$ cat src/verilog/cache_pkg.sv
package cache_pkg;

    // Core word and cache line geometry
    localparam int WORD_WIDTH      = 32;
    localparam int LINE_WORDS      = 8;

    // A chunk is written per refill cycle and is also one memory beat
    localparam int CHUNK_WORDS     = 2;
    localparam int CHUNKS_PER_LINE = LINE_WORDS / CHUNK_WORDS;

    // Ways of the data cache, victim selection is one-hot
    localparam int CACHE_WAYS      = 4;

    // Line number is tag above set
    localparam int SET_WIDTH       = 6;
    localparam int TAG_WIDTH       = 20;

    typedef logic [WORD_WIDTH-1:0]          word_t;
    typedef logic [$clog2(LINE_WORDS)-1:0]  word_idx_t;
    typedef word_t [CHUNK_WORDS-1:0]        chunk_t;
    typedef logic [TAG_WIDTH+SET_WIDTH-1:0] nline_t;
    typedef logic [SET_WIDTH-1:0]           set_t;
    typedef logic [TAG_WIDTH-1:0]           tag_t;
    typedef logic [CACHE_WAYS-1:0]          way_vec_t;

    // Requester identifiers
    typedef logic [1:0] sid_t;
    typedef logic [3:0] tid_t;

endpackage

$ cat src/verilog/mem_pkg.sv
package mem_pkg;

    // Memory transaction ID, carries the MSHR entry number
    localparam int MEM_ID_WIDTH = 4;

    typedef logic [MEM_ID_WIDTH-1:0] mem_id_t;

    typedef enum logic {
        OK  = 1'b0,
        NOK = 1'b1
    } mem_resp_err_e;

    // Completion record of one line response
    typedef struct packed {
        mem_resp_err_e error;
        mem_id_t       id;
    } resp_meta_t;

endpackage

$ cat src/verilog/mshr_ack_if.sv
`timescale 1ns/100ps

interface mshr_ack_if #(
    parameter int MshrWays = 4
);

    localparam int WayWidth = (MshrWays > 1) ? $clog2(MshrWays) : 1;

    // Release strobe, read enable and selected entry
    logic                 ack;
    logic                 ack_cs;
    logic [WayWidth-1:0]  way;

    // Contents of the selected entry
    cache_pkg::nline_t    nline;
    cache_pkg::sid_t      sid;
    cache_pkg::tid_t      tid;
    cache_pkg::word_idx_t word;
    logic                 need_rsp;

    modport refill (
        output ack, ack_cs, way,
        input  nline, sid, tid, word, need_rsp
    );

    modport store (
        input  ack, ack_cs, way,
        output nline, sid, tid, word, need_rsp
    );

endinterface

$ cat src/verilog/miss_handler.sv
`timescale 1ns/100ps

module miss_handler #(
    parameter int MshrWays  = 4,
    parameter int FifoDepth = 2
) (
    input  logic                  clk_i,
    input  logic                  rst_ni,

    output logic                  mshr_empty_o,
    output logic                  mshr_full_o,

    input  logic                  mshr_check_i,
    input  cache_pkg::nline_t     mshr_check_nline_i,
    output logic                  mshr_check_hit_o,

    output logic                  mshr_alloc_ready_o,
    input  logic                  mshr_alloc_i,
    input  cache_pkg::nline_t     mshr_alloc_nline_i,
    input  cache_pkg::sid_t       mshr_alloc_sid_i,
    input  cache_pkg::tid_t       mshr_alloc_tid_i,
    input  cache_pkg::word_idx_t  mshr_alloc_word_i,
    input  logic                  mshr_alloc_need_rsp_i,

    input  logic                  mem_req_ready_i,
    output logic                  mem_req_valid_o,
    output cache_pkg::nline_t     mem_req_nline_o,
    output mem_pkg::mem_id_t      mem_req_id_o,

    output logic                  mem_resp_ready_o,
    input  logic                  mem_resp_valid_i,
    input  mem_pkg::mem_id_t      mem_resp_id_i,
    input  mem_pkg::mem_resp_err_e mem_resp_error_i,
    input  logic                  mem_resp_last_i,
    input  cache_pkg::chunk_t     mem_resp_data_i,

    input  logic                  refill_req_ready_i,
    output logic                  refill_req_valid_o,
    output logic                  refill_busy_o,
    input  cache_pkg::way_vec_t   refill_victim_way_i,
    output cache_pkg::way_vec_t   refill_victim_way_o,
    output logic                  refill_write_data_o,
    output logic                  refill_write_dir_o,
    output cache_pkg::set_t       refill_set_o,
    output cache_pkg::tag_t       refill_tag_o,
    output cache_pkg::word_idx_t  refill_word_o,
    output cache_pkg::chunk_t     refill_data_o,

    output logic                  core_rsp_valid_o,
    output cache_pkg::word_t      core_rsp_data_o,
    output cache_pkg::sid_t       core_rsp_sid_o,
    output cache_pkg::tid_t       core_rsp_tid_o,
    output logic                  core_rsp_error_o
);

    logic                mshr_alloc;
    mem_pkg::mem_id_t    mshr_alloc_way;
    logic                mshr_empty;

    mem_pkg::resp_meta_t meta_wdata;
    mem_pkg::resp_meta_t meta_rdata;
    logic                meta_w;
    logic                meta_wok;
    logic                meta_r;
    logic                meta_rok;
    logic                data_w;
    logic                data_wok;
    logic                data_r;

    mshr_ack_if #(.MshrWays(MshrWays)) ack_if ();

    miss_issue #(
        .MshrWays (MshrWays)
    ) u_issue (
        .clk_i,
        .rst_ni,
        .alloc_i         (mshr_alloc_i),
        .alloc_nline_i   (mshr_alloc_nline_i),
        .alloc_way_i     (mshr_alloc_way),
        .alloc_ready_o   (mshr_alloc_ready_o),
        .alloc_o         (mshr_alloc),
        .mem_req_ready_i,
        .mem_req_valid_o,
        .mem_req_nline_o,
        .mem_req_id_o
    );

    mshr #(
        .MshrWays (MshrWays)
    ) u_mshr (
        .clk_i,
        .rst_ni,
        .alloc_i          (mshr_alloc),
        .alloc_nline_i    (mshr_alloc_nline_i),
        .alloc_sid_i      (mshr_alloc_sid_i),
        .alloc_tid_i      (mshr_alloc_tid_i),
        .alloc_word_i     (mshr_alloc_word_i),
        .alloc_need_rsp_i (mshr_alloc_need_rsp_i),
        .alloc_way_o      (mshr_alloc_way),
        .check_i          (mshr_check_i),
        .check_nline_i    (mshr_check_nline_i),
        .check_hit_o      (mshr_check_hit_o),
        .empty_o          (mshr_empty),
        .full_o           (mshr_full_o),
        .ack              (ack_if.store)
    );

    // Last beat needs room in both FIFOs, the others only in the data FIFO
    assign mem_resp_ready_o = data_wok & (meta_wok | ~mem_resp_last_i);
    assign data_w           = mem_resp_valid_i & mem_resp_ready_o;
    assign meta_w           = data_w & mem_resp_last_i;
    assign meta_wdata       = '{error: mem_resp_error_i, id: mem_resp_id_i};

    refill_fifo #(
        .payload_t (mem_pkg::resp_meta_t),
        .Depth     (FifoDepth)
    ) u_meta_fifo (
        .clk_i,
        .rst_ni,
        .w_i     (meta_w),
        .wdata_i (meta_wdata),
        .wok_o   (meta_wok),
        .r_i     (meta_r),
        .rok_o   (meta_rok),
        .rdata_o (meta_rdata)
    );

    // Data is present whenever its metadata is, so the read side needs no flag
    refill_fifo #(
        .payload_t (cache_pkg::chunk_t),
        .Depth     (FifoDepth * cache_pkg::CHUNKS_PER_LINE)
    ) u_data_fifo (
        .clk_i,
        .rst_ni,
        .w_i     (data_w),
        .wdata_i (mem_resp_data_i),
        .wok_o   (data_wok),
        .r_i     (data_r),
        .rok_o   (),
        .rdata_o (refill_data_o)
    );

    refill_ctrl #(
        .MshrWays (MshrWays)
    ) u_refill (
        .clk_i,
        .rst_ni,
        .meta_rok_i          (meta_rok),
        .meta_i              (meta_rdata),
        .meta_r_o            (meta_r),
        .data_i              (refill_data_o),
        .data_r_o            (data_r),
        .refill_req_ready_i,
        .refill_req_valid_o,
        .refill_busy_o,
        .refill_victim_way_i,
        .refill_victim_way_o,
        .refill_write_data_o,
        .refill_write_dir_o,
        .refill_set_o,
        .refill_tag_o,
        .refill_word_o,
        .core_rsp_valid_o,
        .core_rsp_data_o,
        .core_rsp_sid_o,
        .core_rsp_tid_o,
        .core_rsp_error_o,
        .ack                 (ack_if.refill)
    );

    // No miss left once the MSHR is empty and the last refill is written
    assign mshr_empty_o = mshr_empty & ~refill_busy_o;

endmodule

$ cat src/verilog/miss_issue.sv
`timescale 1ns/100ps

module miss_issue #(
    parameter int MshrWays = 4
) (
    input  logic              clk_i,
    input  logic              rst_ni,

    input  logic              alloc_i,
    input  cache_pkg::nline_t alloc_nline_i,
    input  mem_pkg::mem_id_t  alloc_way_i,
    output logic              alloc_ready_o,
    output logic              alloc_o,

    input  logic              mem_req_ready_i,
    output logic              mem_req_valid_o,
    output cache_pkg::nline_t mem_req_nline_o,
    output mem_pkg::mem_id_t  mem_req_id_o
);

    localparam int WayWidth = (MshrWays > 1) ? $clog2(MshrWays) : 1;

    typedef enum logic {
        IDLE = 1'b0,
        SEND = 1'b1
    } state_e;

    state_e              state_q;
    cache_pkg::nline_t   nline_q;
    logic [WayWidth-1:0] way_q;

    // New misses only while no request is in flight
    assign alloc_ready_o   = (state_q == IDLE);
    assign alloc_o         = alloc_ready_o & alloc_i;
    assign mem_req_valid_o = (state_q == SEND);
    assign mem_req_nline_o = nline_q;
    assign mem_req_id_o    = mem_pkg::mem_id_t'(way_q);

    always_ff @(posedge clk_i or negedge rst_ni) begin
        if (!rst_ni) begin
            state_q <= IDLE;
        end else if (alloc_o) begin
            state_q <= SEND;
        end else if (mem_req_valid_o && mem_req_ready_i) begin
            state_q <= IDLE;
        end
    end

    always_ff @(posedge clk_i) begin
        if (alloc_o) begin
            nline_q <= alloc_nline_i;
            way_q   <= alloc_way_i[WayWidth-1:0];
        end
    end

endmodule

$ cat src/verilog/mshr.sv
`timescale 1ns/100ps

module mshr #(
    parameter int MshrWays = 4,
    localparam int WayWidth = (MshrWays > 1) ? $clog2(MshrWays) : 1
) (
    input  logic                 clk_i,
    input  logic                 rst_ni,

    input  logic                 alloc_i,
    input  cache_pkg::nline_t    alloc_nline_i,
    input  cache_pkg::sid_t      alloc_sid_i,
    input  cache_pkg::tid_t      alloc_tid_i,
    input  cache_pkg::word_idx_t alloc_word_i,
    input  logic                 alloc_need_rsp_i,
    output mem_pkg::mem_id_t     alloc_way_o,

    input  logic                 check_i,
    input  cache_pkg::nline_t    check_nline_i,
    output logic                 check_hit_o,

    output logic                 empty_o,
    output logic                 full_o,

    mshr_ack_if.store            ack
);

    typedef struct packed {
        cache_pkg::nline_t    nline;
        cache_pkg::sid_t      sid;
        cache_pkg::tid_t      tid;
        cache_pkg::word_idx_t word;
        logic                 need_rsp;
    } entry_t;

    logic [MshrWays-1:0] valid_q;
    entry_t              entry_q [MshrWays];
    logic [WayWidth-1:0] free_way;
    entry_t              ack_entry;

    // Lowest-numbered invalid entry
    always_comb begin
        free_way = '0;
        for (int i = MshrWays - 1; i >= 0; i--) begin
            if (!valid_q[i]) begin
                free_way = WayWidth'(i);
            end
        end
    end

    assign alloc_way_o = mem_pkg::mem_id_t'(free_way);
    assign full_o      = &valid_q;
    assign empty_o     = ~|valid_q;

    always_comb begin
        check_hit_o = 1'b0;
        for (int i = 0; i < MshrWays; i++) begin
            if (check_i && valid_q[i] && (entry_q[i].nline == check_nline_i)) begin
                check_hit_o = 1'b1;
            end
        end
    end

    // Free entry and acknowledged entry are never the same one
    always_ff @(posedge clk_i or negedge rst_ni) begin
        if (!rst_ni) begin
            valid_q <= '0;
        end else begin
            if (alloc_i) begin
                valid_q[free_way] <= 1'b1;
            end
            if (ack.ack) begin
                valid_q[ack.way] <= 1'b0;
            end
        end
    end

    always_ff @(posedge clk_i) begin
        if (alloc_i) begin
            entry_q[free_way] <= '{
                nline:    alloc_nline_i,
                sid:      alloc_sid_i,
                tid:      alloc_tid_i,
                word:     alloc_word_i,
                need_rsp: alloc_need_rsp_i
            };
        end
    end

    // Entry read, contents still valid in the cycle after release
    assign ack_entry    = ack.ack_cs ? entry_q[ack.way] : '0;
    assign ack.nline    = ack_entry.nline;
    assign ack.sid      = ack_entry.sid;
    assign ack.tid      = ack_entry.tid;
    assign ack.word     = ack_entry.word;
    assign ack.need_rsp = ack_entry.need_rsp;

endmodule

$ cat src/verilog/refill_ctrl.sv
`timescale 1ns/100ps

module refill_ctrl #(
    parameter int MshrWays = 4
) (
    input  logic                 clk_i,
    input  logic                 rst_ni,

    input  logic                 meta_rok_i,
    input  mem_pkg::resp_meta_t  meta_i,
    output logic                 meta_r_o,
    input  cache_pkg::chunk_t    data_i,
    output logic                 data_r_o,

    input  logic                 refill_req_ready_i,
    output logic                 refill_req_valid_o,
    output logic                 refill_busy_o,
    input  cache_pkg::way_vec_t  refill_victim_way_i,
    output cache_pkg::way_vec_t  refill_victim_way_o,
    output logic                 refill_write_data_o,
    output logic                 refill_write_dir_o,
    output cache_pkg::set_t      refill_set_o,
    output cache_pkg::tag_t      refill_tag_o,
    output cache_pkg::word_idx_t refill_word_o,

    output logic                 core_rsp_valid_o,
    output cache_pkg::word_t     core_rsp_data_o,
    output cache_pkg::sid_t      core_rsp_sid_o,
    output cache_pkg::tid_t      core_rsp_tid_o,
    output logic                 core_rsp_error_o,

    mshr_ack_if.refill           ack
);

    localparam int WayWidth  = (MshrWays > 1) ? $clog2(MshrWays) : 1;
    localparam int SelWidth  = (cache_pkg::CHUNK_WORDS > 1) ? $clog2(cache_pkg::CHUNK_WORDS) : 1;
    localparam cache_pkg::word_idx_t ChunkStep = cache_pkg::word_idx_t'(cache_pkg::CHUNK_WORDS);
    localparam cache_pkg::word_idx_t LastWord  =
        cache_pkg::word_idx_t'(cache_pkg::LINE_WORDS - cache_pkg::CHUNK_WORDS);

    typedef enum logic {
        IDLE  = 1'b0,
        WRITE = 1'b1
    } state_e;

    state_e               state_q;
    state_e               state_d;
    cache_pkg::word_idx_t cnt_q;
    logic                 grant;
    logic                 writing;
    logic                 first_chunk;
    logic                 last_chunk;
    logic                 is_error;

    cache_pkg::set_t      set_q;
    cache_pkg::tag_t      tag_q;
    cache_pkg::way_vec_t  way_q;
    cache_pkg::sid_t      sid_q;
    cache_pkg::tid_t      tid_q;
    cache_pkg::word_idx_t rsp_word_q;
    logic                 need_rsp_q;

    cache_pkg::word_idx_t rsp_word;
    logic                 need_rsp;
    logic [SelWidth-1:0]  word_sel;

    assign writing     = (state_q == WRITE);
    assign first_chunk = writing && (cnt_q == '0);
    assign last_chunk  = writing && (cnt_q == LastWord);
    assign grant       = (state_q == IDLE) && meta_rok_i && refill_req_ready_i;
    assign is_error    = (meta_i.error == mem_pkg::NOK);

    // Entry is read ahead of the grant and held through the first chunk
    assign ack.way    = meta_i.id[WayWidth-1:0];
    assign ack.ack_cs = ((state_q == IDLE) && meta_rok_i) || first_chunk;
    assign ack.ack    = grant;

    assign refill_req_valid_o = (state_q == IDLE) && meta_rok_i;
    assign refill_busy_o      = writing;

    always_comb begin
        state_d = state_q;
        case (state_q)
            IDLE: begin
                if (grant) begin
                    state_d = WRITE;
                end
            end
            WRITE: begin
                if (last_chunk) begin
                    state_d = IDLE;
                end
            end
            default: begin
                state_d = IDLE;
            end
        endcase
    end

    // First chunk takes the MSHR contents and the live victim way
    assign refill_set_o        = first_chunk ? ack.nline[cache_pkg::SET_WIDTH-1:0] : set_q;
    assign refill_tag_o        = first_chunk ?
                                 ack.nline[cache_pkg::SET_WIDTH +: cache_pkg::TAG_WIDTH] : tag_q;
    assign refill_victim_way_o = first_chunk ? refill_victim_way_i : way_q;
    assign core_rsp_sid_o      = first_chunk ? ack.sid : sid_q;
    assign core_rsp_tid_o      = first_chunk ? ack.tid : tid_q;
    assign rsp_word            = first_chunk ? ack.word : rsp_word_q;
    assign need_rsp            = first_chunk ? ack.need_rsp : need_rsp_q;

    // Chunk and memory are consumed even on error
    assign refill_word_o       = cnt_q;
    assign refill_write_data_o = writing && !is_error;
    assign refill_write_dir_o  = last_chunk && !is_error;
    assign data_r_o            = writing;
    assign meta_r_o            = last_chunk;

    // Requested word answers in the cycle of its chunk
    assign word_sel         = SelWidth'(rsp_word % ChunkStep);
    assign core_rsp_data_o  = data_i[word_sel];
    assign core_rsp_error_o = is_error;
    assign core_rsp_valid_o = writing && need_rsp && ((rsp_word / ChunkStep) == (cnt_q / ChunkStep));

    always_ff @(posedge clk_i or negedge rst_ni) begin
        if (!rst_ni) begin
            state_q <= IDLE;
            cnt_q   <= '0;
        end else begin
            state_q <= state_d;
            // Counter wraps back to zero after the last chunk
            if (writing) begin
                cnt_q <= cnt_q + ChunkStep;
            end
        end
    end

    always_ff @(posedge clk_i) begin
        if (first_chunk) begin
            set_q      <= refill_set_o;
            tag_q      <= refill_tag_o;
            way_q      <= refill_victim_way_i;
            sid_q      <= ack.sid;
            tid_q      <= ack.tid;
            rsp_word_q <= ack.word;
            need_rsp_q <= ack.need_rsp;
        end
    end

endmodule

$ cat src/verilog/refill_fifo.sv
`timescale 1ns/100ps

module refill_fifo #(
    parameter type payload_t = logic,
    parameter int  Depth     = 2
) (
    input  logic     clk_i,
    input  logic     rst_ni,

    input  logic     w_i,
    input  payload_t wdata_i,
    output logic     wok_o,

    input  logic     r_i,
    output logic     rok_o,
    output payload_t rdata_o
);

    localparam int PtrWidth = (Depth > 1) ? $clog2(Depth) : 1;

    payload_t            mem_q [Depth];
    logic [PtrWidth-1:0] wptr_q;
    logic [PtrWidth-1:0] rptr_q;
    logic [PtrWidth:0]   count_q;
    logic                push;
    logic                pop;

    assign wok_o   = (count_q != (PtrWidth + 1)'(Depth));
    assign rok_o   = (count_q != '0);
    assign push    = w_i & wok_o;
    assign pop     = r_i & rok_o;
    assign rdata_o = mem_q[rptr_q];

    always_ff @(posedge clk_i or negedge rst_ni) begin
        if (!rst_ni) begin
            wptr_q  <= '0;
            rptr_q  <= '0;
            count_q <= '0;
        end else begin
            if (push) begin
                // Pointers wrap at the depth, which need not be a power of two
                wptr_q <= (wptr_q == PtrWidth'(Depth - 1)) ? '0 : wptr_q + 1'b1;
            end
            if (pop) begin
                rptr_q <= (rptr_q == PtrWidth'(Depth - 1)) ? '0 : rptr_q + 1'b1;
            end
            if (push && !pop) begin
                count_q <= count_q + 1'b1;
            end else if (pop && !push) begin
                count_q <= count_q - 1'b1;
            end
        end
    end

    always_ff @(posedge clk_i) begin
        if (push) begin
            mem_q[wptr_q] <= wdata_i;
        end
    end

endmodule
$ cat config.mk
export PLATFORM = sky130hd
export DESIGN_NAME = miss_handler
export DESIGN_NICKNAME = d
export VERILOG_FILES = /design/src/verilog/cache_pkg.sv /design/src/verilog/mem_pkg.sv /design/src/verilog/mshr_ack_if.sv /design/src/verilog/miss_handler.sv /design/src/verilog/miss_issue.sv /design/src/verilog/mshr.sv /design/src/verilog/refill_ctrl.sv /design/src/verilog/refill_fifo.sv
export SDC_FILE = /design/constraint.sdc
export NUM_CORES = 1
export LEC_CHECK = 0
export ABC_AREA = 1
export BUFFER_PORTS_ARGS = -buffer_cell sky130_fd_sc_hd__buf_2
export CORE_ASPECT_RATIO = 1.75
export CORE_UTILIZATION = 45
export DETAILED_ROUTE_END_ITERATION = 6
export GPL_TIMING_DRIVEN = 0
export PLACE_DENSITY = 0.65
export SLEW_MARGIN = 20
export SYNTH_ARGS = -nofsm -noshare
export SYNTH_HDL_FRONTEND = slang
export SYNTH_SLANG_ARGS = --single-unit
$ cat constraint.sdc
create_clock -name clk_i -period 9.75 [get_ports clk_i]
set_input_delay 0.975 -clock clk_i [delete_from_list [all_inputs] [get_ports clk_i]]
set_output_delay 0.975 -clock clk_i [all_outputs]
set_load 0.02 [all_outputs]
==> results.py, run 1 <==
metrics = {
    "sta": {
        "setup_viol": 0,
        "slew_limit_headroom_pct": 30.62,
        "rsz0062_at_grt": "no",
        "clock.fmax_mhz": 220.9,
        "timing.setup.tns_ns": 0,
        "layout_min_cycle_time_ns": 4.526,
        "hold_viol_final": 0,
        "layout_worst_path_cycle_share_pct": 46.42,
        "fin_worst_skew_ns": 0.02447,
        "max_slew.worst_pin.slew_ns": 1.041,
        "slew_violations": 0,
    },
    "placed_design": {
        "placement.io_buffers": 312,
        "dp.final_hpwl_um": 78280,
        "place_congestion": 0.9881,
    },
    "clock_network": {
        "clk_latency_ns": 0.64,
        "cts-buffers-inserted": 70,
        "cts-htree-levels": 3,
        "tritoncts": "built",
        "ctsRootBufferMaster": "sky130_fd_sc_hd__clkbuf_16",
        "post-cts-setup-buffer-count": 0,
        "max-clock-path-buffers": 3,
        "clock-sinks": 752,
        "clkSlewWorstSetupHoldPaths_ns": 0.06,
        "cts_resized": 0,
        "hold_buffers": 0,
    },
    "synth": {
        "edff_count_synth": 716,
        "yosysUniqueCellTypes": 43,
        "synth_commonest_cells": "sky130_fd_sc_hd__edfxtp_1 (716), sky130_fd_sc_hd__nor2_1 (473), sky130_fd_sc_hd__nand2_1 (411)",
        "yosys.cell_count.top_type": "sky130_fd_sc_hd__edfxtp_1",
        "post_synthesis_instance_area_mm2": 0.03102,
        "post-synth-top-area-fraction_pct": 69.31,
        "synth-async-reset-ratio_pct": 2.926,
        "yosys_warnings": 0,
        "cell_type_contributing_the_most_total_cell_area_after_synthesis": "sky130_fd_sc_hd__edfxtp_1",
        "synthesized_area_divided_by_synthesized_cell_count_um2": 12.14,
        "yosysSeqAreaShare_pct": 71.99,
        "synthCells": 2556,
        "synth.area.top_cells": "sky130_fd_sc_hd__edfxtp_1 (69%), sky130_fd_sc_hd__nor2_1 (5.7%), sky130_fd_sc_hd__nand2_1 (5.0%)",
        "top_reg_cell_synth": "sky130_fd_sc_hd__edfxtp_1",
        "postSynthRegisterBits": 752,
    },
    "die": {
        "chipWidth_um": 200.5,
        "pin_count": 320,
        "die-area_mm2": 0.07003,
        "initial_core_util_pct": 45.40,
        "die_height_um": 349.3,
        "core_box_area_mm2": 0.06833,
        "floorplan.rows": 127,
    },
    "worst_setup_path": {
        "r2r.worst_path.cells": 7,
        "cp_cell_sequence": "inv_1 -> ha_1 -> nand2_1 -> inv_1 -> buf_2 -> buf_2 -> a31oi_1 -> buf_2",
        "critPathLaunchType": "flip-flop",
        "delay_heaviest_family_cp": "buffers and inverters",
        "critical_path.endpoint_type": "output pin",
        "worst-path-stages": 8,
        "setup.worst_path.class": "flip-flop to output pin",
        "cp_num_buf_inv": 5,
        "critPathRequiredTime_ns": 8.78,
        "worst_ep_arrival_time_ns": 3.55,
        "critPathSlowestCell": "sky130_fd_sc_hd__buf_2",
        "most_frequent_cell_on_the_critical_path": "sky130_fd_sc_hd__buf_2",
        "cp_slowest_stage_delay_ns": 0.81,
        "critPathMaxFanout": 35,
        "setup.reg_to_reg.worst_slack_ns": 6.76,
    },
    "global_routing": {
        "grt_pass1_wl_um": 148300,
        "antenna_found_initial": 12,
        "largest_net_degree_at_the_start_of_global_routing": 36,
        "grt-ovfl-total": 0,
        "grt_usage_pct": 29.56,
        "via_count_of_the_first_global_routing_pass": 22452,
    },
    "flow_run": {
        "drv.max_cap_violation_count": 0,
    },
    "drt": {
        "number_of_routed_nets_with_antenna_violations": 0,
        "first_pass_iters": 6,
        "finalWirelength_um": 104500,
        "detail_route.iter0.violations": 1903,
        "vias": 22223,
        "viasPerCell": 5.639,
        "wl_per_cell_um": 26.52,
        "drc": 0,
    },
    "worst_hold_path": {
        "hold_path.class": "input pin to async pin",
    },
    "outcome": {
        "run_status": "completed",
    },
    "finish": {
        "fill_cells": 5818,
        "area_growth_syn_to_layout_pct": 18.92,
        "num-nets-final": 3133,
        "layout-drive-gt1-share_pct": 20.04,
        "final_core_density_pct": 53.99,
        "area.sequential_mm2": 0.02233,
        "multiInputGateArea_mm2": 0.007634,
    },
    "pwr": {
        "vdd.ir_drop.worst_uv": 368.0,
        "p_leak_nw": 13.58,
        "power-per-cell-area_mw_per_mm2": 346.7,
    },
}
## cells in the final DEF, fill, tap and decap left out, types with 10 or more instances in the layout
| cell | instances |
|---|---|
| sky130_fd_sc_hd__edfxtp_1 | 716 |
| sky130_fd_sc_hd__nor2_1 | 463 |
| sky130_fd_sc_hd__nand2_1 | 411 |
| sky130_fd_sc_hd__buf_2 | 353 |
| sky130_fd_sc_hd__o21ai_0 | 283 |
| sky130_fd_sc_hd__o22ai_1 | 107 |
| sky130_fd_sc_hd__inv_1 | 94 |
| sky130_fd_sc_hd__clkbuf_16 | 70 |
| sky130_fd_sc_hd__nand3_1 | 68 |
| sky130_fd_sc_hd__clkbuf_1 | 60 |
| sky130_fd_sc_hd__o21ai_1 | 40 |
| sky130_fd_sc_hd__a31oi_2 | 33 |
| sky130_fd_sc_hd__buf_4 | 27 |
| sky130_fd_sc_hd__xor2_1 | 23 |
| sky130_fd_sc_hd__a21oi_1 | 22 |
| sky130_fd_sc_hd__dfrtp_1 | 22 |
| sky130_fd_sc_hd__buf_6 | 19 |
| sky130_fd_sc_hd__a31oi_1 | 19 |
| sky130_fd_sc_hd__xnor2_1 | 16 |
| sky130_fd_sc_hd__buf_12 | 16 |
| sky130_fd_sc_hd__dfxtp_1 | 14 |
| sky130_fd_sc_hd__nor2_4 | 12 |
| sky130_fd_sc_hd__a22oi_1 | 12 |
| sky130_fd_sc_hd__clkinv_2 | 11 |
| sky130_fd_sc_hd__buf_16 | 11 |
| sky130_fd_sc_hd__ha_1 | 10 |
## through the flow
stage	hold WS, ns	cell area [um2]	power (mW)	std cells	setup slack [ns]
floorplan	0.4412	31030	7.529	2558	4.999
detailed placement	0.4535	34520	9.954	3810	5.862
CTS	0.4092	36870	12.79	3937	5.188
global route	0.4278	36890	13.30	3939	5.075
global placement	0.4301	33720	9.777	3773	2.100
finish	0.4075	36890	12.79	3941	5.224
## power breakdown
| group | switching (mW) | leakage (nW) | internal (mW) |
|---|---|---|---|
| registers | 0.184 | 6.88 | 4.11 |
| clock network | 1.23 | 1.15 | 1.61 |
| logic | 4.10 | 5.55 | 1.56 |
## layer usage
metal,up-vias,share of wire (%),global-route usage [%]
met3,302,6.8,5.709
li1,9923,-,-
met4,14,6.7,19.21
met1,10882,33,29.35
met5,-,0.096,0
met2,1102,53,55.68
## registers in the layout, indices dropped and copies added, names as in the netlist, 2 cells and up
signal	cells
u_data_fifo.count_q	4
u_data_fifo.mem_q	512
u_data_fifo.rptr_q	3
u_data_fifo.wptr_q	3
u_issue.mem_req_nline_o	26
u_issue.way_q	2
u_meta_fifo.count_q	2
u_meta_fifo.mem_q	6
u_mshr.entry_q	144
u_mshr.valid_q	4
u_refill.refill_word_o	2
u_refill.rsp_word_q	3
u_refill.set_q	6
u_refill.sid_q	2
u_refill.tag_q	20
u_refill.tid_q	4
u_refill.way_q	4
## logic make-up (layout without fill, tap and decap cells)
logic type | count (synthesis) | count (layout) | synth area share (%)
compound gates | 531 | 531 | 10.09
buf+inv | 235 | 711 | 3.723
other cells | 1 | 7 | 0.01209
xor+xnor | 39 | 39 | 1.101
fa+ha+maj | 11 | 11 | 0.4679
flops | 752 | 752 | 71.99
simple gates | 986 | 986 | 12.58
mux | 1 | 1 | 0.03630
## path summary, 6_finish.rpt
| check | from | to |
|---|---|---|
| setup / recovery | u_refill.refill_word_o[1] | refill_tag_o[7] |
| hold / removal | rst_ni | u_data_fifo.wptr_q[0] |
| setup reg to reg | u_refill.refill_word_o[1] | u_refill.tag_q[7] |
| hold reg to reg | u_refill.way_q[1] | u_refill.way_q[1] |
| max in group asynchronous | rst_ni | u_mshr.valid_q[2] |
| min in group clk_i | u_refill.way_q[1] | u_refill.way_q[1] |
## final cells by class
cell class	count	share of cell area [%]
repair buffers	349	6.166
clock buffers	88	5.013
inverters	100	1.024
clock inverters	39	1.374
plain buffers	135	2.106
well taps	903	3.063
diodes	4	0.02713
multi-input cells	1571	20.69
flip-flops and latches	752	60.53
No activity file was read; power rests on OpenSTA's default activity.
==> inputs of run 2 (changes only) <==
==> constraint.sdc (replaced) <==
create_clock -name clk_i -period 4.7 [get_ports clk_i]
set_input_delay 0.47 -clock clk_i [delete_from_list [all_inputs] [get_ports clk_i]]
set_output_delay 0.47 -clock clk_i [all_outputs]
set_load 0.02 [all_outputs]
==> run 2 against run 1 <==
Against the previous run: sequential cell count unchanged; cell area about the same; die area unchanged; core utilization about the same; sequential share of layout area about the same; clock-buffer cell count unchanged; hold slack got worse by 0.36 ns; first-iteration DRC count decreased by 4.2%; critical endpoint unchanged; largest cell class unchanged; largest power group unchanged; highest routed layer unchanged.
==> results.py, run 2 (same netlist as run 1, synthesis figures left out) <==
metrics = {
    "outcome": {
        "run_status": "completed",
    },
    "worst_setup_path": {
        "worst_ep_arrival_time_ns": 3.56,
        "delay_heaviest_family_cp": "buffers and inverters",
        "setup.worst_path.class": "flip-flop to output pin",
        "critPathRequiredTime_ns": 4.23,
        "critPathLaunchType": "flip-flop",
        "critPathSlowestCell": "sky130_fd_sc_hd__buf_2",
        "cp_slowest_stage_delay_ns": 0.81,
        "critical_path.endpoint_type": "output pin",
        "most_frequent_cell_on_the_critical_path": "sky130_fd_sc_hd__buf_2",
        "cp_cell_sequence": "inv_1 -> ha_1 -> nand2_1 -> inv_1 -> buf_2 -> buf_2 -> a31oi_1 -> buf_2",
        "cp_num_buf_inv": 5,
        "critPathMaxFanout": 35,
    },
    "global_routing": {
        "largest_net_degree_at_the_start_of_global_routing": 36,
        "antenna_found_initial": 12,
        "grt_pass1_wl_um": 148300,
        "grt_usage_pct": 29.56,
        "via_count_of_the_first_global_routing_pass": 22464,
        "grt-ovfl-total": 0,
    },
    "clock_network": {
        "cts-htree-levels": 3,
        "post-cts-setup-buffer-count": 0,
        "max-clock-path-buffers": 3,
        "clkSlewWorstSetupHoldPaths_ns": 0.06,
        "ctsRootBufferMaster": "sky130_fd_sc_hd__clkbuf_16",
        "cts-buffers-inserted": 70,
        "tritoncts": "built",
        "clock-sinks": 752,
        "clk_latency_ns": 0.64,
    },
    "drt": {
        "drc": 0,
        "finalWirelength_um": 104600,
        "vias": 22200,
        "detail_route.iter0.violations": 1823,
        "number_of_routed_nets_with_antenna_violations": 0,
        "wl_per_cell_um": 26.54,
        "viasPerCell": 5.633,
        "first_pass_iters": 5,
    },
    "die": {
        "core_box_area_mm2": 0.06833,
        "initial_core_util_pct": 45.40,
        "pin_count": 320,
        "chipWidth_um": 200.5,
        "die-area_mm2": 0.07003,
        "die_height_um": 349.3,
        "floorplan.rows": 127,
    },
    "sta": {
        "max_slew.worst_pin.slew_ns": 1.041,
        "layout_min_cycle_time_ns": 4.026,
        "hold_viol_final": 0,
        "fin_worst_skew_ns": 0.02452,
        "setup_slack_ns": 0.6745,
        "setup_viol": 0,
        "slew_violations": 0,
        "clock.fmax_mhz": 248.4,
        "slew_limit_headroom_pct": 30.61,
        "rsz0062_at_grt": "no",
        "layout_worst_path_cycle_share_pct": 85.65,
    },
    "pwr": {
        "pwr-share-clk_pct": 22.2,
        "power.share.switching_pct": 43.12,
        "totalPowerFinal_mw": 26.55,
        "vdd.ir_drop.worst_uv": 762.1,
        "gate_power_share_pct": 44.3,
        "p_int_mw": 15.10,
        "pwr-share-seq_pct": 33.6,
        "power-per-cell-area_mw_per_mm2": 719.4,
        "p_leak_nw": 13.58,
        "switchingPower_mw": 11.45,
    },
    "placed_design": {
        "placement.io_buffers": 312,
        "place_congestion": 0.9881,
        "placement.setup.worst_slack_ns": 1.317,
        "dp.final_hpwl_um": 78280,
    },
    "worst_hold_path": {
        "hold_path.class": "input pin to flip-flop",
    },
    "finish": {
        "num-nets-final": 3135,
        "layout_commonest_cell": "sky130_fd_sc_hd__edfxtp_1",
        "final_cell_mix": "sky130_fd_sc_hd__edfxtp_1 (716), sky130_fd_sc_hd__nor2_1 (463), sky130_fd_sc_hd__nand2_1 (411)",
        "layout-drive-gt1-share_pct": 20.03,
        "max_ffs_per_register": 512,
        "area_growth_syn_to_layout_pct": 18.97,
        "largest-register": "u_data_fifo.mem_q",
    },
    "flow_run": {
        "drv.max_cap_violation_count": 0,
    },
}
run 2: cell count changes in the layout (fill, tap and decap cells not counted), sizes merged:
cell and delta:
diode -2, dlygate4sd3 +2
run 2: metrics by stage:
step	cells	hold slack, ns	utilization (%)	setup TNS [ns]	cell area [um2]
after floorplan	2558	0.1744	-	0	31030
after global placement	3773	0.4301	49.35	-1328.54	33720
after detailed placement	3810	0.4535	50.52	0	34520
after CTS	3939	0.01426	54.00	0	36890
after global routing	3941	0.03204	54.01	0	36910
final	3941	0.05195	54.01	0	36910
run 2: per-layer routing:
metal | up-vias | track usage, % | part of all wire, %
li1 | 9925 | - | -
met1 | 10861 | 29.35 | 33
met2 | 1104 | 55.70 | 53
met3 | 296 | 5.709 | 6.8
met4 | 14 | 19.21 | 6.6
met5 | - | 0 | 0.090
run 2: area by class of cell:
| class | count | area (um2) |
|---|---|---|
| Clock inverter | 39 | 506.7 |
| Timing Repair Buffer | 351 | 2295 |
| Sequential cell | 752 | 22330 |
| Inverter | 100 | 377.9 |
| Buffer | 135 | 777.0 |
| Multi-Input combinational cell | 1571 | 7634 |
| Fill cell | 5817 | 31420 |
| Antenna cell | 2 | 5.005 |
| Clock buffer | 88 | 1849 |
| Tap cell | 903 | 1130 |
run 2: path summary, 6_finish.rpt:
path / from / slack (ns) / end / cells after the start
worst max-delay path: u_refill.refill_word_o[1] / 0.67 / refill_tag_o[7] / 8
worst min-delay path: mem_resp_id_i[1] / 0.05 / u_meta_fifo.mem_q[1][1] / 1
worst max register to register: u_refill.refill_word_o[1] / 1.71 / u_refill.tag_q[7] / 7
worst min register to register: u_refill.way_q[1] / 0.48 / u_refill.way_q[1] / 2
max in group asynchronous: rst_ni / 3.76 / u_mshr.valid_q[2] / 2
min in group asynchronous: rst_ni / 0.44 / u_data_fifo.wptr_q[0] / 2
run 2: worst reg2reg max path, cell delays in order, from the launching register on:
cell and delay (ns):
sky130_fd_sc_hd__dfrtp_1 0.45, sky130_fd_sc_hd__inv_1 0.11, sky130_fd_sc_hd__ha_1 0.15, sky130_fd_sc_hd__nand2_1 0.15, sky130_fd_sc_hd__inv_1 0.34, sky130_fd_sc_hd__buf_2 0.30
sky130_fd_sc_hd__buf_2 0.81, sky130_fd_sc_hd__a31oi_1 0.36
run 2: power by group through the flow:
stage | Combinational [mW] | Clock [mW] | Sequential (mW)
floorplan | 6.59 | 0 | 9.03
detailed placement | 11.6 | 0 | 9.04
global placement | 11.1 | 0 | 9.16
global route | 12.4 | 6.22 | 8.97
CTS | 11.7 | 5.96 | 8.90
finish | 11.7 | 5.89 | 8.91
run 2: timing repair:
action | CTS | global route
resized for setup | 0 | 0
hold endpoints to repair | 23 | 0
hold buffers | 2 | 0
==> inputs of run 3 (changes only) <==
--- a/config.mk
+++ b/config.mk
@@ -5,12 +5,13 @@
 export SDC_FILE = /design/constraint.sdc
 export NUM_CORES = 1
 export LEC_CHECK = 0
-export ABC_AREA = 1
 export BUFFER_PORTS_ARGS = -buffer_cell sky130_fd_sc_hd__buf_2
 export CORE_ASPECT_RATIO = 1.75
+export CORE_MARGIN = 5
 export CORE_UTILIZATION = 45
 export DETAILED_ROUTE_END_ITERATION = 6
 export GPL_TIMING_DRIVEN = 0
+export MAX_ROUTING_LAYER = met4
 export PLACE_DENSITY = 0.65
 export SLEW_MARGIN = 20
 export SYNTH_ARGS = -nofsm -noshare
==> run 3 against run 2 <==
Against the previous run: maximum frequency decreased by 5.6%; sequential cell count stayed put; via count down 29%; cell area decreased by 3.4%; critical path type unchanged; largest cell class unchanged.
==> results.py, run 3 <==
metrics = {
    "worst_hold_path": {
        "end_point_of_the_most_critical_hold_path": "u_meta_fifo.mem_q[0][4]",
        "min_from": "mem_resp_error_i",
        "hold_path.class": "input pin to flip-flop",
        "timing.hold.worst_path_depth": 1,
    },
    "synth": {
        "yosys.area_share.simple_pct": 2.318,
        "yosysSeqAreaShare_pct": 75.49,
        "post-synth-top-area-fraction_pct": 72.68,
        "yosys.cell_count.top_type": "sky130_fd_sc_hd__edfxtp_1",
        "muxShareOfSynthArea_pct": 13.55,
        "synth_top_family_by_area": "multiplexers",
        "synth-adder-area-share_pct": 0.4907,
        "yosys_warnings": 0,
        "synth.area.top_cells": "sky130_fd_sc_hd__edfxtp_1 (73%), sky130_fd_sc_hd__mux4_2 (9.7%), sky130_fd_sc_hd__mux2_2 (2.8%)",
        "yosysUniqueCellTypes": 52,
        "cell_type_contributing_the_most_total_cell_area_after_synthesis": "sky130_fd_sc_hd__edfxtp_1",
        "top_reg_cell_synth": "sky130_fd_sc_hd__edfxtp_1",
        "synthCells": 1469,
        "synth_area_in_compound_gates_pct": 3.430,
        "edff_count_synth": 716,
        "xor_xnor_share_of_the_synthesized_area_pct": 3.435,
        "synthesized_area_divided_by_synthesized_cell_count_um2": 20.14,
        "post_synthesis_instance_area_mm2": 0.02958,
        "synth-async-reset-ratio_pct": 2.926,
        "postSynthRegisterBits": 752,
        "synth_commonest_cells": "sky130_fd_sc_hd__edfxtp_1 (716), sky130_fd_sc_hd__mux4_2 (128), sky130_fd_sc_hd__mux2_2 (73)",
    },
    "drt": {
        "first_pass_iters": 5,
        "finalWirelength_um": 79320,
        "wl_per_cell_um": 27.90,
        "detail_route.iter0.violations": 1268,
        "number_of_routed_nets_with_antenna_violations": 0,
        "viasPerCell": 5.563,
        "drc": 0,
        "vias": 15816,
    },
    "clock_network": {
        "post-cts-setup-buffer-count": 0,
        "ctsRootBufferMaster": "sky130_fd_sc_hd__clkbuf_16",
        "max-clock-path-buffers": 3,
        "cts-buffers-inserted": 70,
        "clk_latency_ns": 0.61,
        "tritoncts": "built",
        "cts-htree-levels": 3,
        "clkSlewWorstSetupHoldPaths_ns": 0.06,
        "cts_resized": 0,
        "hold_buffers": 1,
        "clock-sinks": 752,
    },
    "die": {
        "core_box_area_mm2": 0.06532,
        "pin_count": 320,
        "chipWidth_um": 203.8,
        "floorplan.rows": 124,
        "die_height_um": 349.2,
        "initial_core_util_pct": 45.29,
        "die-area_mm2": 0.07116,
    },
    "pwr": {
        "power-per-cell-area_mw_per_mm2": 670.9,
        "vdd.ir_drop.worst_uv": 580.6,
        "p_leak_nw": 12.07,
    },
    "worst_setup_path": {
        "critPathMaxFanout": 10,
        "setup.reg_to_reg.worst_slack_ns": 1.43,
        "critPathLaunchType": "flip-flop",
        "worst-path-stages": 8,
        "most_frequent_cell_on_the_critical_path": "sky130_fd_sc_hd__clkbuf_1",
        "worst_ep_arrival_time_ns": 3.79,
        "cp_cell_sequence": "clkbuf_1 -> nand2_1 -> buf_2 -> inv_2 -> clkbuf_1 -> clkbuf_1 -> a31oi_1 -> buf_2",
        "critPathRequiredTime_ns": 4.23,
        "r2r.worst_path.cells": 7,
        "critical_path.endpoint_type": "output pin",
        "rr_startpoint": "u_refill.data_r_o",
        "setup.worst_path.class": "flip-flop to output pin",
        "cp_slowest_stage_delay_ns": 0.67,
        "cp_num_buf_inv": 6,
        "critPathSlowestCell": "sky130_fd_sc_hd__clkbuf_1",
        "delay_heaviest_family_cp": "buffers and inverters",
        "regToRegEndpoint": "u_refill.tag_q[14]",
    },
    "sta": {
        "setup_slack_ns": 0.4363,
        "setup_viol": 0,
        "layout_min_cycle_time_ns": 4.264,
        "slew_limit_headroom_pct": 32.43,
        "clock.fmax_mhz": 234.5,
        "rsz0062_at_grt": "no",
        "timing.setup.tns_ns": 0,
        "layout_worst_path_cycle_share_pct": 90.72,
        "hold_viol_final": 0,
        "hold_slack_ns": 0.06264,
        "max_slew.worst_pin.slew_ns": 1.014,
        "fin_worst_skew_ns": 0.02210,
        "slew_violations": 0,
    },
    "global_routing": {
        "grt-ovfl-total": 0,
        "via_count_of_the_first_global_routing_pass": 16955,
        "grtUsageMet2_pct": 39.66,
        "antenna_found_initial": 14,
        "globalRouteMet3Util_pct": 4.734,
        "grt_busiest_layer": "met2",
        "grt_util_met1_pct": 25.48,
        "grt_pass1_wl_um": 115300,
        "grt_usage_pct": 23.01,
        "largest_net_degree_at_the_start_of_global_routing": 38,
    },
    "flow_run": {
        "drv.max_cap_violation_count": 0,
    },
    "finish": {
        "area_growth_syn_to_layout_pct": 20.55,
        "fill_cells": 5092,
        "num-nets-final": 2048,
        "max_ffs_per_register": 512,
        "multiInputGateArea_mm2": 0.006988,
        "area.sequential_mm2": 0.02233,
        "layout_commonest_cell": "sky130_fd_sc_hd__edfxtp_1",
        "final_cell_mix": "sky130_fd_sc_hd__edfxtp_1 (716), sky130_fd_sc_hd__buf_2 (326), sky130_fd_sc_hd__mux4_2 (128)",
        "layout-drive-gt1-share_pct": 36.10,
        "largest-register": "u_data_fifo.mem_q",
    },
    "placed_design": {
        "placement.setup.worst_slack_ns": 1.030,
        "place_congestion": 0.9738,
        "placement.io_buffers": 310,
        "dp.final_hpwl_um": 57150,
    },
    "outcome": {
        "run_status": "completed",
    },
}
run 3: per-stage QoR:
step                      util [%]  power (mW)  cell area (um2)  cells
final                        54.59       23.92            35660   2843
after global routing         54.59       24.99            35660   2842
after detailed placement     50.80       18.20            33180   2703
after CTS                    54.55       24.25            35630   2832
after floorplan                  -       14.54            29600   1471
after global placement       49.39       17.84            32260   2663
run 3: area by class of cell:
type                    instances  area share, %
flip-flops and latches        752          62.62
diodes                         11        0.07719
well taps                     882          3.095
repair buffers                351          6.688
inverters                      15         0.1579
plain buffers                  69         0.9158
clock buffers                  86          5.260
clock inverters                42          1.586
multi-input cells             635          19.60
run 3: logic make-up after synthesis:
| kind of cell | after synthesis |
|---|---|
| and+or+nand+nor | 144 |
| buffers and inverters | 84 |
| muxes | 228 |
| adders and majority gates | 11 |
| DFF | 752 |
| xor gates and xnor gates | 116 |
| other | 1 |
| AOI/OAI and AO/OA | 133 |
run 3: how the worst max path moves through the flow:
stage	start	end	slack, ns
after floorplan	u_meta_fifo.count_q[0]	u_data_fifo.mem_q[4][0]	0.06
final	u_refill.data_r_o	refill_tag_o[14]	0.44
after global routing	u_refill.data_r_o	refill_tag_o[14]	0.26
after global placement	mem_resp_last_i	u_data_fifo.mem_q[2][33]	-3.13
after CTS	u_refill.data_r_o	refill_tag_o[7]	0.34
after detailed placement	u_refill.data_r_o	refill_tag_o[7]	1.03
run 3: layer usage:
layer  share of wire (%)  up-vias
met2                  52      636
met4                 5.2        0
met3                 6.9      187
met1                  36     8142
li1                    -     6851
met5                   0        -
run 3: power by group:
group	internal, mW	switching [mW]
registers	8.52	0.397
clock network	3.50	2.51
logic	3.41	5.60
total	15.4	8.51
